### src/common/ICachePkg.sv
// Instruction cache front end shared definitions
// Address field widths and the invalidation sweeper state encoding

`default_nettype none

package ICachePkg;

    // Address layout
    localparam int AddrWidth = 32;
    localparam int PageOffsetWidth = 12;
    localparam int PageNumWidth = AddrWidth - PageOffsetWidth;

    // Sweeper FSM states
    typedef enum logic {
        SweepIdle = 1'b0,
        SweepActive = 1'b1
    } SweepState;

endpackage

`default_nettype wire

### src/icache/ICacheSweeper.sv
// Instruction cache invalidation sweeper
// Collects cache and TLB invalidation requests, then walks every set
// once a sweep is enabled, clearing valid bits and flushing the TLB

`timescale 1ns/1ns
`default_nettype none

module ICacheSweeper #(
    parameter int IndexWidth = 4
) (
    input  logic                  clk,
    input  logic                  rst,
    input  logic                  sweepStart,
    input  logic                  invalidateICacheReq,
    input  logic                  invalidateTlbReq,
    output logic                  sweepWrite,
    output logic                  sweepClear,
    output logic                  tlbFlush,
    output logic                  busy,
    output logic                  done,
    output logic                  waitInvalidate,
    output logic [IndexWidth-1:0] sweepIndex
);

    ICachePkg::SweepState state;
    logic [IndexWidth-1:0] setCount;

    // Pending requests
    logic waitCache;
    logic waitTlb;

    // Requests being served by the current sweep
    logic doCache;
    logic doTlb;

    logic lastSet;

    assign lastSet = &setCount;

    assign busy = (state == ICachePkg::SweepActive);
    assign sweepWrite = busy;
    assign sweepIndex = setCount;
    assign sweepClear = doCache;
    assign tlbFlush = doTlb;
    assign done = busy && lastSet;
    assign waitInvalidate = waitCache || waitTlb;

    always_ff @(posedge clk) begin
        if (rst) begin
            state <= ICachePkg::SweepIdle;
            setCount <= '0;
            waitCache <= 1'b0;
            waitTlb <= 1'b0;
            doCache <= 1'b0;
            doTlb <= 1'b0;
        end else begin
            case (state)
                ICachePkg::SweepIdle: begin
                    if (sweepStart) begin
                        // Pending requests, including one arriving now, move into this sweep
                        state <= ICachePkg::SweepActive;
                        setCount <= '0;
                        doCache <= waitCache || invalidateICacheReq;
                        doTlb <= waitTlb || invalidateTlbReq;
                        waitCache <= 1'b0;
                        waitTlb <= 1'b0;
                    end else begin
                        waitCache <= waitCache || invalidateICacheReq;
                        waitTlb <= waitTlb || invalidateTlbReq;
                    end
                end
                ICachePkg::SweepActive: begin
                    setCount <= setCount + 1'b1;
                    // Held over for the next sweep
                    waitCache <= waitCache || invalidateICacheReq;
                    waitTlb <= waitTlb || invalidateTlbReq;
                    if (lastSet) begin
                        state <= ICachePkg::SweepIdle;
                        doCache <= 1'b0;
                        doTlb <= 1'b0;
                    end
                end
                default: begin
                    state <= ICachePkg::SweepIdle;
                end
            endcase
        end
    end

endmodule

`default_nettype wire

### src/icache/ICacheTagArray.sv
// Instruction cache tag array
// One valid bit and one physical tag per set, read through a register
// on lookup, written by refills and cleared by the sweeper

`timescale 1ns/1ns
`default_nettype none

module ICacheTagArray #(
    parameter int IndexWidth = 4,
    parameter int TagWidth = 20
) (
    input  logic                  clk,
    input  logic                  rst,
    input  logic                  lookupValid,
    input  logic                  tagFill,
    input  logic                  sweepWrite,
    input  logic                  sweepClear,
    input  logic [IndexWidth-1:0] lookupIndex,
    input  logic [IndexWidth-1:0] fillIndex,
    input  logic [IndexWidth-1:0] sweepIndex,
    input  logic [TagWidth-1:0]   fillTag,
    output logic                  tagValid,
    output logic [TagWidth-1:0]   tagData
);

    localparam int Sets = 2 ** IndexWidth;

    logic [Sets-1:0] validBits;
    logic [TagWidth-1:0] tags [Sets];

    // Sweep wins over refill for the valid bits
    always_ff @(posedge clk) begin
        if (rst) begin
            validBits <= '0;
        end else if (sweepWrite) begin
            if (sweepClear) begin
                validBits[sweepIndex] <= 1'b0;
            end
        end else if (tagFill) begin
            validBits[fillIndex] <= 1'b1;
        end
    end

    always_ff @(posedge clk) begin
        if (tagFill && !sweepWrite) begin
            tags[fillIndex] <= fillTag;
        end
    end

    // Registered read
    always_ff @(posedge clk) begin
        if (rst) begin
            tagValid <= 1'b0;
        end else if (lookupValid) begin
            tagValid <= validBits[lookupIndex];
        end
    end

    always_ff @(posedge clk) begin
        if (lookupValid) begin
            tagData <= tags[lookupIndex];
        end
    end

endmodule

`default_nettype wire

### src/icache/ICacheItlb.sv
// Instruction TLB
// Small fully associative table of page translations with a registered
// lookup, round-robin refill and a flush that drops every entry

`timescale 1ns/1ns
`default_nettype none

module ICacheItlb #(
    parameter int TlbEntries = 4
) (
    input  logic                            clk,
    input  logic                            rst,
    input  logic                            lookupValid,
    input  logic                            tlbFill,
    input  logic                            tlbFlush,
    input  logic [ICachePkg::PageNumWidth-1:0] lookupVpn,
    input  logic [ICachePkg::PageNumWidth-1:0] fillVpn,
    input  logic [ICachePkg::PageNumWidth-1:0] fillPpn,
    output logic                            tlbHit,
    output logic [ICachePkg::PageNumWidth-1:0] tlbPpn
);

    localparam int PtrWidth = (TlbEntries > 1) ? $clog2(TlbEntries) : 1;

    logic [TlbEntries-1:0] entryValid;
    logic [ICachePkg::PageNumWidth-1:0] entryVpn [TlbEntries];
    logic [ICachePkg::PageNumWidth-1:0] entryPpn [TlbEntries];
    logic [PtrWidth-1:0] fillPtr;

    logic matchHit;
    logic [ICachePkg::PageNumWidth-1:0] matchPpn;

    // Parallel compare where at most one entry matches
    always_comb begin
        matchHit = 1'b0;
        matchPpn = '0;
        for (int i = 0; i < TlbEntries; i++) begin
            if (entryValid[i] && entryVpn[i] == lookupVpn) begin
                matchHit = 1'b1;
                matchPpn = matchPpn | entryPpn[i];
            end
        end
    end

    always_ff @(posedge clk) begin
        if (rst) begin
            entryValid <= '0;
            fillPtr <= '0;
        end else if (tlbFlush) begin
            entryValid <= '0;
        end else if (tlbFill) begin
            entryValid[fillPtr] <= 1'b1;
            // Wrap for entry counts that are not a power of two
            if (fillPtr == PtrWidth'(TlbEntries - 1)) begin
                fillPtr <= '0;
            end else begin
                fillPtr <= fillPtr + 1'b1;
            end
        end
    end

    always_ff @(posedge clk) begin
        if (tlbFill && !tlbFlush) begin
            entryVpn[fillPtr] <= fillVpn;
            entryPpn[fillPtr] <= fillPpn;
        end
    end

    // Lookup result register
    always_ff @(posedge clk) begin
        if (rst) begin
            tlbHit <= 1'b0;
        end else if (lookupValid) begin
            tlbHit <= matchHit;
        end
    end

    always_ff @(posedge clk) begin
        if (lookupValid) begin
            tlbPpn <= matchPpn;
        end
    end

endmodule

`default_nettype wire

### src/icache/ICacheHitCheck.sv
// Instruction cache hit check
// Lines up the page offset with the registered TLB and tag results,
// forms the physical address and compares its tag with the stored one

`timescale 1ns/1ns
`default_nettype none

module ICacheHitCheck #(
    parameter int IndexWidth = 4,
    parameter int TagWidth = 24
) (
    input  logic                                  clk,
    input  logic                                  rst,
    input  logic                                  lookupValid,
    input  logic                                  tlbHit,
    input  logic                                  tagValid,
    input  logic [ICachePkg::PageOffsetWidth-1:0] pageOffset,
    input  logic [ICachePkg::PageNumWidth-1:0]    tlbPpn,
    input  logic [TagWidth-1:0]                   tagData,
    output logic                                  resultValid,
    output logic                                  hit,
    output logic                                  tlbMiss,
    output logic [ICachePkg::AddrWidth-1:0]       physAddr
);

    // Tag sits above the line offset and the set index
    localparam int LineOffsetWidth = ICachePkg::AddrWidth - TagWidth - IndexWidth;
    localparam int TagLsb = LineOffsetWidth + IndexWidth;

    logic [ICachePkg::PageOffsetWidth-1:0] offsetReg;
    logic [TagWidth-1:0] physTag;

    always_ff @(posedge clk) begin
        if (rst) begin
            resultValid <= 1'b0;
        end else begin
            resultValid <= lookupValid;
        end
    end

    always_ff @(posedge clk) begin
        if (lookupValid) begin
            offsetReg <= pageOffset;
        end
    end

    assign physAddr = {tlbPpn, offsetReg};
    assign physTag = physAddr[TagLsb +: TagWidth];

    assign tlbMiss = !tlbHit;
    assign hit = tlbHit && tagValid && (tagData == physTag);

endmodule

`default_nettype wire

### src/ICacheFrontEnd.sv
// Instruction fetch front end
// Translates a fetch address through the ITLB, checks it against the
// tag array, and runs invalidation sweeps over both on request

`timescale 1ns/1ns
`default_nettype none

module ICacheFrontEnd #(
    parameter int LineSize = 16,
    parameter int IndexWidth = 4,
    parameter int TlbEntries = 4
) (
    input  logic                               clk,
    input  logic                               rst,
    input  logic                               lookupValid,
    input  logic                               tagFill,
    input  logic                               tlbFill,
    input  logic                               invalidateICacheReq,
    input  logic                               invalidateTlbReq,
    input  logic                               sweepStart,
    input  logic [ICachePkg::AddrWidth-1:0]    lookupAddr,
    input  logic [ICachePkg::AddrWidth-1:0]    fillAddr,
    input  logic [ICachePkg::PageNumWidth-1:0] fillVpn,
    input  logic [ICachePkg::PageNumWidth-1:0] fillPpn,
    output logic                               resultValid,
    output logic                               hit,
    output logic                               tlbMiss,
    output logic                               busy,
    output logic                               done,
    output logic                               waitInvalidate,
    output logic [ICachePkg::AddrWidth-1:0]    physAddr
);

    // Line offset and index must stay inside the page offset
    localparam int IndexLsb = $clog2(LineSize);
    localparam int TagWidth = ICachePkg::AddrWidth - IndexLsb - IndexWidth;

    logic sweepWrite;
    logic sweepClear;
    logic tlbFlush;
    logic [IndexWidth-1:0] sweepIndex;

    logic tlbHit;
    logic [ICachePkg::PageNumWidth-1:0] tlbPpn;
    logic tagValid;
    logic [TagWidth-1:0] tagData;

    ICacheSweeper #(
        .IndexWidth(IndexWidth)
    ) u_sweeper (
        .clk                (clk),
        .rst                (rst),
        .sweepStart         (sweepStart),
        .invalidateICacheReq(invalidateICacheReq),
        .invalidateTlbReq   (invalidateTlbReq),
        .sweepWrite         (sweepWrite),
        .sweepClear         (sweepClear),
        .tlbFlush           (tlbFlush),
        .busy               (busy),
        .done               (done),
        .waitInvalidate     (waitInvalidate),
        .sweepIndex         (sweepIndex)
    );

    ICacheTagArray #(
        .IndexWidth(IndexWidth),
        .TagWidth  (TagWidth)
    ) u_tagArray (
        .clk        (clk),
        .rst        (rst),
        .lookupValid(lookupValid),
        .tagFill    (tagFill),
        .sweepWrite (sweepWrite),
        .sweepClear (sweepClear),
        .lookupIndex(lookupAddr[IndexLsb +: IndexWidth]),
        .fillIndex  (fillAddr[IndexLsb +: IndexWidth]),
        .sweepIndex (sweepIndex),
        .fillTag    (fillAddr[ICachePkg::AddrWidth-1 -: TagWidth]),
        .tagValid   (tagValid),
        .tagData    (tagData)
    );

    ICacheItlb #(
        .TlbEntries(TlbEntries)
    ) u_itlb (
        .clk        (clk),
        .rst        (rst),
        .lookupValid(lookupValid),
        .tlbFill    (tlbFill),
        .tlbFlush   (tlbFlush),
        .lookupVpn  (lookupAddr[ICachePkg::AddrWidth-1 -: ICachePkg::PageNumWidth]),
        .fillVpn    (fillVpn),
        .fillPpn    (fillPpn),
        .tlbHit     (tlbHit),
        .tlbPpn     (tlbPpn)
    );

    ICacheHitCheck #(
        .IndexWidth(IndexWidth),
        .TagWidth  (TagWidth)
    ) u_hitCheck (
        .clk        (clk),
        .rst        (rst),
        .lookupValid(lookupValid),
        .tlbHit     (tlbHit),
        .tagValid   (tagValid),
        .pageOffset (lookupAddr[ICachePkg::PageOffsetWidth-1:0]),
        .tlbPpn     (tlbPpn),
        .tagData    (tagData),
        .resultValid(resultValid),
        .hit        (hit),
        .tlbMiss    (tlbMiss),
        .physAddr   (physAddr)
    );

endmodule

`default_nettype wire

### config.mk
export PLATFORM = sky130hd
export DESIGN_NAME = ICacheFrontEnd
export DESIGN_NICKNAME = d
export VERILOG_FILES = /design/src/common/ICachePkg.sv /design/src/icache/ICacheSweeper.sv /design/src/icache/ICacheTagArray.sv /design/src/icache/ICacheItlb.sv /design/src/icache/ICacheHitCheck.sv /design/src/ICacheFrontEnd.sv
export SDC_FILE = /design/constraint.sdc
export NUM_CORES = 1
export LEC_CHECK = 0
export ABC_AREA = 1
export BUFFER_PORTS_ARGS = -buffer_cell sky130_fd_sc_hd__buf_2
export CORE_UTILIZATION = 49
export CTS_CLUSTER_DIAMETER = 150
export DETAILED_ROUTE_END_ITERATION = 7
export PLACE_DENSITY = 0.67
export SYNTH_ARGS = -nofsm -noshare
export SYNTH_HDL_FRONTEND = slang
export SYNTH_SLANG_ARGS = --single-unit
### constraint.sdc
create_clock -name clk -period 8.4 [get_ports clk]
set_input_delay 0 -clock clk [delete_from_list [all_inputs] [get_ports clk]]
set_output_delay 0 -clock clk [all_outputs]
set_load 0.1 [all_outputs]
==> results.ini, run 1 <==
[clock_tree]
cts_buffers=66
cts_tree=built
clkTransAtPathRegs_ns=0.06
h-tree-depth=3
root_buffer=clkbuf_16
clk_latency_ns=0.60
clock-sinks=634
cts_buffer_depth=3

[route]
num_vias=17360
drt-pass1-iter-count=5
drtIter0Drc=1946
avgViaCountPerCell=5.854
wire_per_inst_um=22.23
routed_wl_um=65910
postRouteAntennaNets=0
drc=0

[floorplanning]
dieWidth_um=230.6
ios=150
die_h_um=230.6
placementRows=83
start_util_pct=49.71
fp.dieArea_um2=53180
fp.coreArea_um2=51510

[global_routing]
first_global_vias=16990
grt_max_degree=122
grt_overflow=0
antenna_found_initial=0
grt_use_total_pct=24.82
grt_pass1_wl_um=98900

[yosys]
synth_edf_count=600
synth_top_area_share_pct=70.36
yosys_most_used_dff=edfxtp_1
synthCells=2016
synth_commonest_cells=edfxtp_1 (600), nor2_1 (268), nand2_1 (243)
ys_top_cells_by_area=edfxtp_1 (70%), o21ai_0 (4.1%), nor2_1 (3.9%)
ys_async_sr_fraction_pct=0
synth_nets=2136
yosysWarningCount=0
post-synth-top-count-cell=edfxtp_1
ys_seq_area_share_pct=73.02
synth.avg_cell_area_um2=12.70
ys_ff_latch=634
syn_area_um2=25610
yosysUniqueCellTypes=40
synth_top_area_cell=edfxtp_1

[cells_and_area]
layout-drive-gt1-share_pct=14.01
area_growth_pct=16.88
nNetsFinal=2354
fin_util_pct=58.11

[place]
pre_cts_slack_ns=5.545
port_buffers=145
gp_congestion=0.8606
hpwl_um=36000

[timing]
hold_viol_final=0
finalCritPeriodShare_pct=33.56
finalSetupTns_ns=0
worst_pin_slew_ns=1.274
slew_violations=0
setup-violations-final=0
worst_slack_ns=5.581
rsz0062_at_grt=false
finClkSkew_ns=0.02557
relSlewSlack_pct=14.99
fin_crit_ns=2.819
fmax_ghz=0.3547

[job]
drv_cap=0

[worst_hold_path]
hp-class=in2reg

[worst_setup_path]
worst_ep_required_time_ns=8.60
crit_type=reg2reg
cp_max_fo=25
worst_ep_arrival_time_ns=3.02
cp-start-kind=register
end_kind=register

[power_and_ir_drop]
pwr_density_cell_nw_per_um2=232.9
ir_drop_v=0.0002491
leakagePower_uw=0.01058

[run_status]
status=finished clean

==> power by group <==
part	total (uW)	internal, uW	switching (uW)
clock network	2890	1710	1180
logic	493	135	358
registers	3590	3550	36.7
==> metal layers <==
| metal | vias to the layer above | global-route usage (%) | part of all wire [%] |
|---|---|---|---|
| li1 | 7859 | - | - |
| met1 | 8554 | 35.05 | 42 |
| met2 | 830 | 39.01 | 47 |
| met3 | 114 | 3.940 | 7.9 |
| met4 | 0 | 9.189 | 3.0 |
| met5 | - | 0 | 0 |
==> cell usage in the layout, fill, tap and decap left out, types with 28 or more instances in the layout <==
master | netlist | final
buf_2 | 34 | 143
dlygate4sd3_1 | 0 | 88
nand2_1 | 243 | 243
dfxtp_1 | 34 | 34
buf_4 | 15 | 28
nand3_1 | 56 | 56
clkbuf_16 | 0 | 70
o21ai_0 | 208 | 208
edfxtp_1 | 600 | 600
o221ai_1 | 78 | 78
nand4_1 | 101 | 101
nor2_1 | 268 | 260
inv_1 | 116 | 116
==> flip-flops by register name, summed over array words and instances (netlist names) <==
register and flops:
u_tagArray.tagValid 1, u_itlb.tlbHit 1, u_sweeper.sweepIndex 4, u_hitCheck.offsetReg 12, u_tagArray.tags 384, u_itlb.entryPpn 80, u_sweeper.sweepClear 1, u_itlb.tlbPpn 20
u_itlb.entryVpn 80, u_tagArray.tagData 24, u_itlb.entryValid 4, u_tagArray.validBits 16, u_sweeper.tlbFlush 1, u_sweeper.waitCache 1, u_hitCheck.resultValid 1, u_itlb.fillPtr 2
u_sweeper.busy 1, u_sweeper.waitTlb 1
==> worst paths after layout <==
path	start	to	slack, ns	depth (start not counted)
hold reg to reg	u_tagArray.validBits[10]	u_tagArray.validBits[10]	0.48	1
setup reg to reg	u_sweeper.busy	u_tagArray.tags[3][10]	5.58	5
setup / recovery	u_sweeper.busy	u_tagArray.tags[3][10]	5.58	5
hold / removal	lookupValid	u_hitCheck.resultValid	0.05	3
==> cell families after synthesis <==
logic type | count (synthesis) | synth area share, %
flip-flops | 634 | 73.02
buffers and inverters | 240 | 4.256
XOR/XNOR | 19 | 0.6499
AND/OR/NAND/NOR | 719 | 12.22
AO/OA/AOI/OAI | 396 | 9.465
adder cells (fa/ha/maj) | 8 | 0.3909
==> critical path, cell delays in order (launching register included) <==
cell	delay [ns]
dfxtp_1	0.39
inv_1	0.29
nand2_1	0.46
inv_1	0.23
nand2_1	0.21
nor2_4	0.84
==> final cells by class <==
| class | instances | area, um^2 |
|---|---|---|
| clock inverter | 32 | 317.8 |
| sequential | 634 | 18700 |
| fill | 4048 | 21580 |
| timing repair buffer | 260 | 1818 |
| clock buffer | 86 | 1822 |
| tap | 680 | 850.8 |
| inverter | 130 | 495.5 |
| multi-input combinational | 1142 | 5926 |
| antenna | 1 | 2.502 |
==> timing repair <==
| action | in CTS | in global routing |
|---|---|---|
| setup endpoints to repair | 0 | 0 |
| hold buffers | 88 | 0 |
| resized for setup | 0 | 0 |
| buffers inserted | 0 | 0 |
| hold endpoints to repair | 591 | 0 |
==> per-stage QoR <==
| step | hold WS (ns) | instances | area [um^2] | total power, uW |
|---|---|---|---|---|
| 2_1_floorplan | 0.09887 | 2016 | 25610 | 3926 |
| 3_3_place_gp | 0.1768 | 2758 | 26910 | 4092 |
| 3_5_place_dp | 0.1786 | 2758 | 26910 | 4105 |
| 4_1_cts | 0.05615 | 2964 | 29930 | 7005 |
| 5_1_grt | 0.08370 | 2964 | 29930 | 7166 |
| 6_report | 0.04659 | 2965 | 29930 | 6970 |
Power figures use the tool's default switching activity.
==> inputs of run 2 (changes only) <==
==> constraint.sdc (replaced) <==
create_clock -name clk -period 2.8 [get_ports clk]
set_input_delay 0 -clock clk [delete_from_list [all_inputs] [get_ports clk]]
set_output_delay 0 -clock clk [all_outputs]
set_load 0.1 [all_outputs]
==> run 2 against run 1 <==
  * Global-route usage shrank 0.56 points
  * Clock skew fell by 0.0023 ns
  * Sequential share of layout area down 0.70 points
  * Design area grew 1.1%
  * Register-to-register slack worse by 5.4 ns
  * First-iteration DRC count decreased by 1.7%
  * Sequential cell count did not move
  * Largest cell class unchanged
  * Clock power grew to 3.0 times the previous value
  * Non-clock buffer count grew 23
  * Die area unchanged
  * Via count decreased by 0.78%
  * Final cell count increased by 0.88%
==> results.ini, run 2 (synthesis results as in run 1) <==
[run_status]
status=finished clean

[timing]
relSlewSlack_pct=35.85  ; +21 points
finalCritPeriodShare_pct=94.24
rsz0062_at_grt=false
worst_pin_slew_ns=0.9622  ; -0.3116 ns
slew_violations=0  ; unchanged
hold_viol_final=0  ; unchanged
fmax_ghz=0.3790
setup-violations-final=0  ; unchanged
fin_crit_ns=2.639
worst_hold_slack_ns=0.02182  ; -0.02477 ns
finClkSkew_ns=0.02332  ; -0.002256 ns

[clock_tree]
root_buffer=clkbuf_16
clock-sinks=634  ; unchanged
cts_hold_buffers=86  ; -2.3%
h-tree-depth=3  ; unchanged
post_cts_resized=0  ; unchanged
cts_buffer_depth=3  ; unchanged
cts_tree=built
post_cts_buffers=0  ; unchanged
clk_latency_ns=0.61  ; about the same
cts_buffers=66  ; unchanged
clkTransAtPathRegs_ns=0.06  ; about the same

[worst_setup_path]
end_kind=output pin
worst_ep_required_time_ns=2.80  ; -5.80 ns
rr_startpoint=u_sweeper.busy
worstSetupStartpoint=u_hitCheck.offsetReg[10]
cp_max_fo=3  ; -88%
worst_ep_arrival_time_ns=2.64  ; -0.38 ns
cp-start-kind=register
crit_type=reg2out

[place]
dp.cells=2783  ; +0.91%
hpwl_um=36930  ; +2.6%
port_buffers=145  ; unchanged
place_area_um2=27240  ; +1.3%
gp_congestion=0.8890  ; +3.3%

[cells_and_area]
layout_commonest_cell=edfxtp_1
largest_register_ffs=384  ; unchanged
top_register=u_tagArray.tags
final-seq-area_um2=18700  ; unchanged
final_cells=2991  ; +0.88%
layout-drive-gt1-share_pct=15.37  ; +1.4 points
final_area_um2=30270  ; +1.1%
fillers=4157  ; +2.7%
nNetsFinal=2377  ; +0.98%
area_growth_pct=18.20
multiInputGateArea_um2=5931  ; about the same
final_cell_mix=edfxtp_1 (600), nor2_1 (258), nand2_1 (243)
top_regs=u_tagArray.tags: 384 flops, u_itlb.entryPpn: 80 flops, u_itlb.entryVpn: 80 flops

[power_and_ir_drop]
pwr_density_cell_nw_per_um2=693.8  ; +200%
ir_drop_v=0.0004188  ; +68%
leakagePower_uw=0.01076  ; +1.7%
power_uw=21000  ; +200%

[floorplanning]
ios=150  ; unchanged
dieWidth_um=230.6  ; unchanged
die_h_um=230.6  ; unchanged
start_util_pct=49.71  ; unchanged
fp.coreArea_um2=51510  ; unchanged
fp.dieArea_um2=53180  ; unchanged
placementRows=83  ; unchanged

[route]
drt-pass1-iter-count=5  ; unchanged
routed_wl_um=64100  ; -2.8%
num_vias=17220  ; -0.78%
postRouteAntennaNets=0  ; unchanged
wire_per_inst_um=21.43  ; -3.6%
avgViaCountPerCell=5.758  ; -1.6%
drtIter0Drc=1913  ; -1.7%
drc=0  ; unchanged

[global_routing]
antenna_found_initial=1  ; +1
grt_pass1_wl_um=97090  ; -1.8%
first_global_vias=16700  ; -1.7%
grt_overflow=0  ; unchanged
grt_use_total_pct=24.26  ; -0.56 points
grt_max_degree=112  ; -8.2%

[worst_hold_path]
min_from=lookupValid
hp-class=in2reg

[job]
drv_cap=0  ; unchanged

-- run 2: layout make-up --
type,instances,area share (%)
Antenna cell,1,0.008268
Clock buffer,81,5.779
Clock inverter,40,1.360
Inverter,130,1.629
Multi-Input combinational cell,1142,19.59
Sequential cell,634,61.77
Tap cell,680,2.811
Timing Repair Buffer,283,7.044
-- run 2: power by group --
part / leakage (uW) / total, uW / switching (uW) / internal, uW
combinational: 0.00394 / 1510 / 1080 / 423
clock: 0.00105 / 8750 / 3620 / 5130
sequential: 0.00577 / 10700 / 98.2 / 10600
total: 0.0108 / 21000 / 4800 / 16200
-- run 2: per-layer routing --
layer	global-route usage, %	share of wire [%]	wire, um
met5	0	0.016	10
met4	9.127	3.2	2037
met3	4.335	7.2	4596
met2	37.73	47	29860
met1	34.23	43	27590
-- run 2: worst max-delay path, stage by stage, from the launching register on --
cell and delay, ns:
edfxtp_1 0.45, or2_2 0.32, a221oi_1 0.40, nand3_1 0.25
nor2_2 0.16, buf_2 0.44
-- run 2: per-stage QoR --
stage	worst slack [ns]	setup TNS (ns)	utilization, %
after global placement	0.6212	0	52.89
after CTS	0.1827	0	58.76
after global routing	0.01886	0	58.76
final	0.1614	0	58.76
after detailed placement	0.5515	0	52.89
after floorplan	-0.6204	-103.92	-
-- run 2: final timing paths --
| path | end | depth (start not counted) | slack, ns |
|---|---|---|---|
| min reg2reg | u_tagArray.validBits[10] | 1 | 0.48 |
| max | hit | 5 | 0.16 |
| max reg2reg | u_tagArray.validBits[12] | 7 | 0.16 |
| min | u_hitCheck.resultValid | 3 | 0.02 |
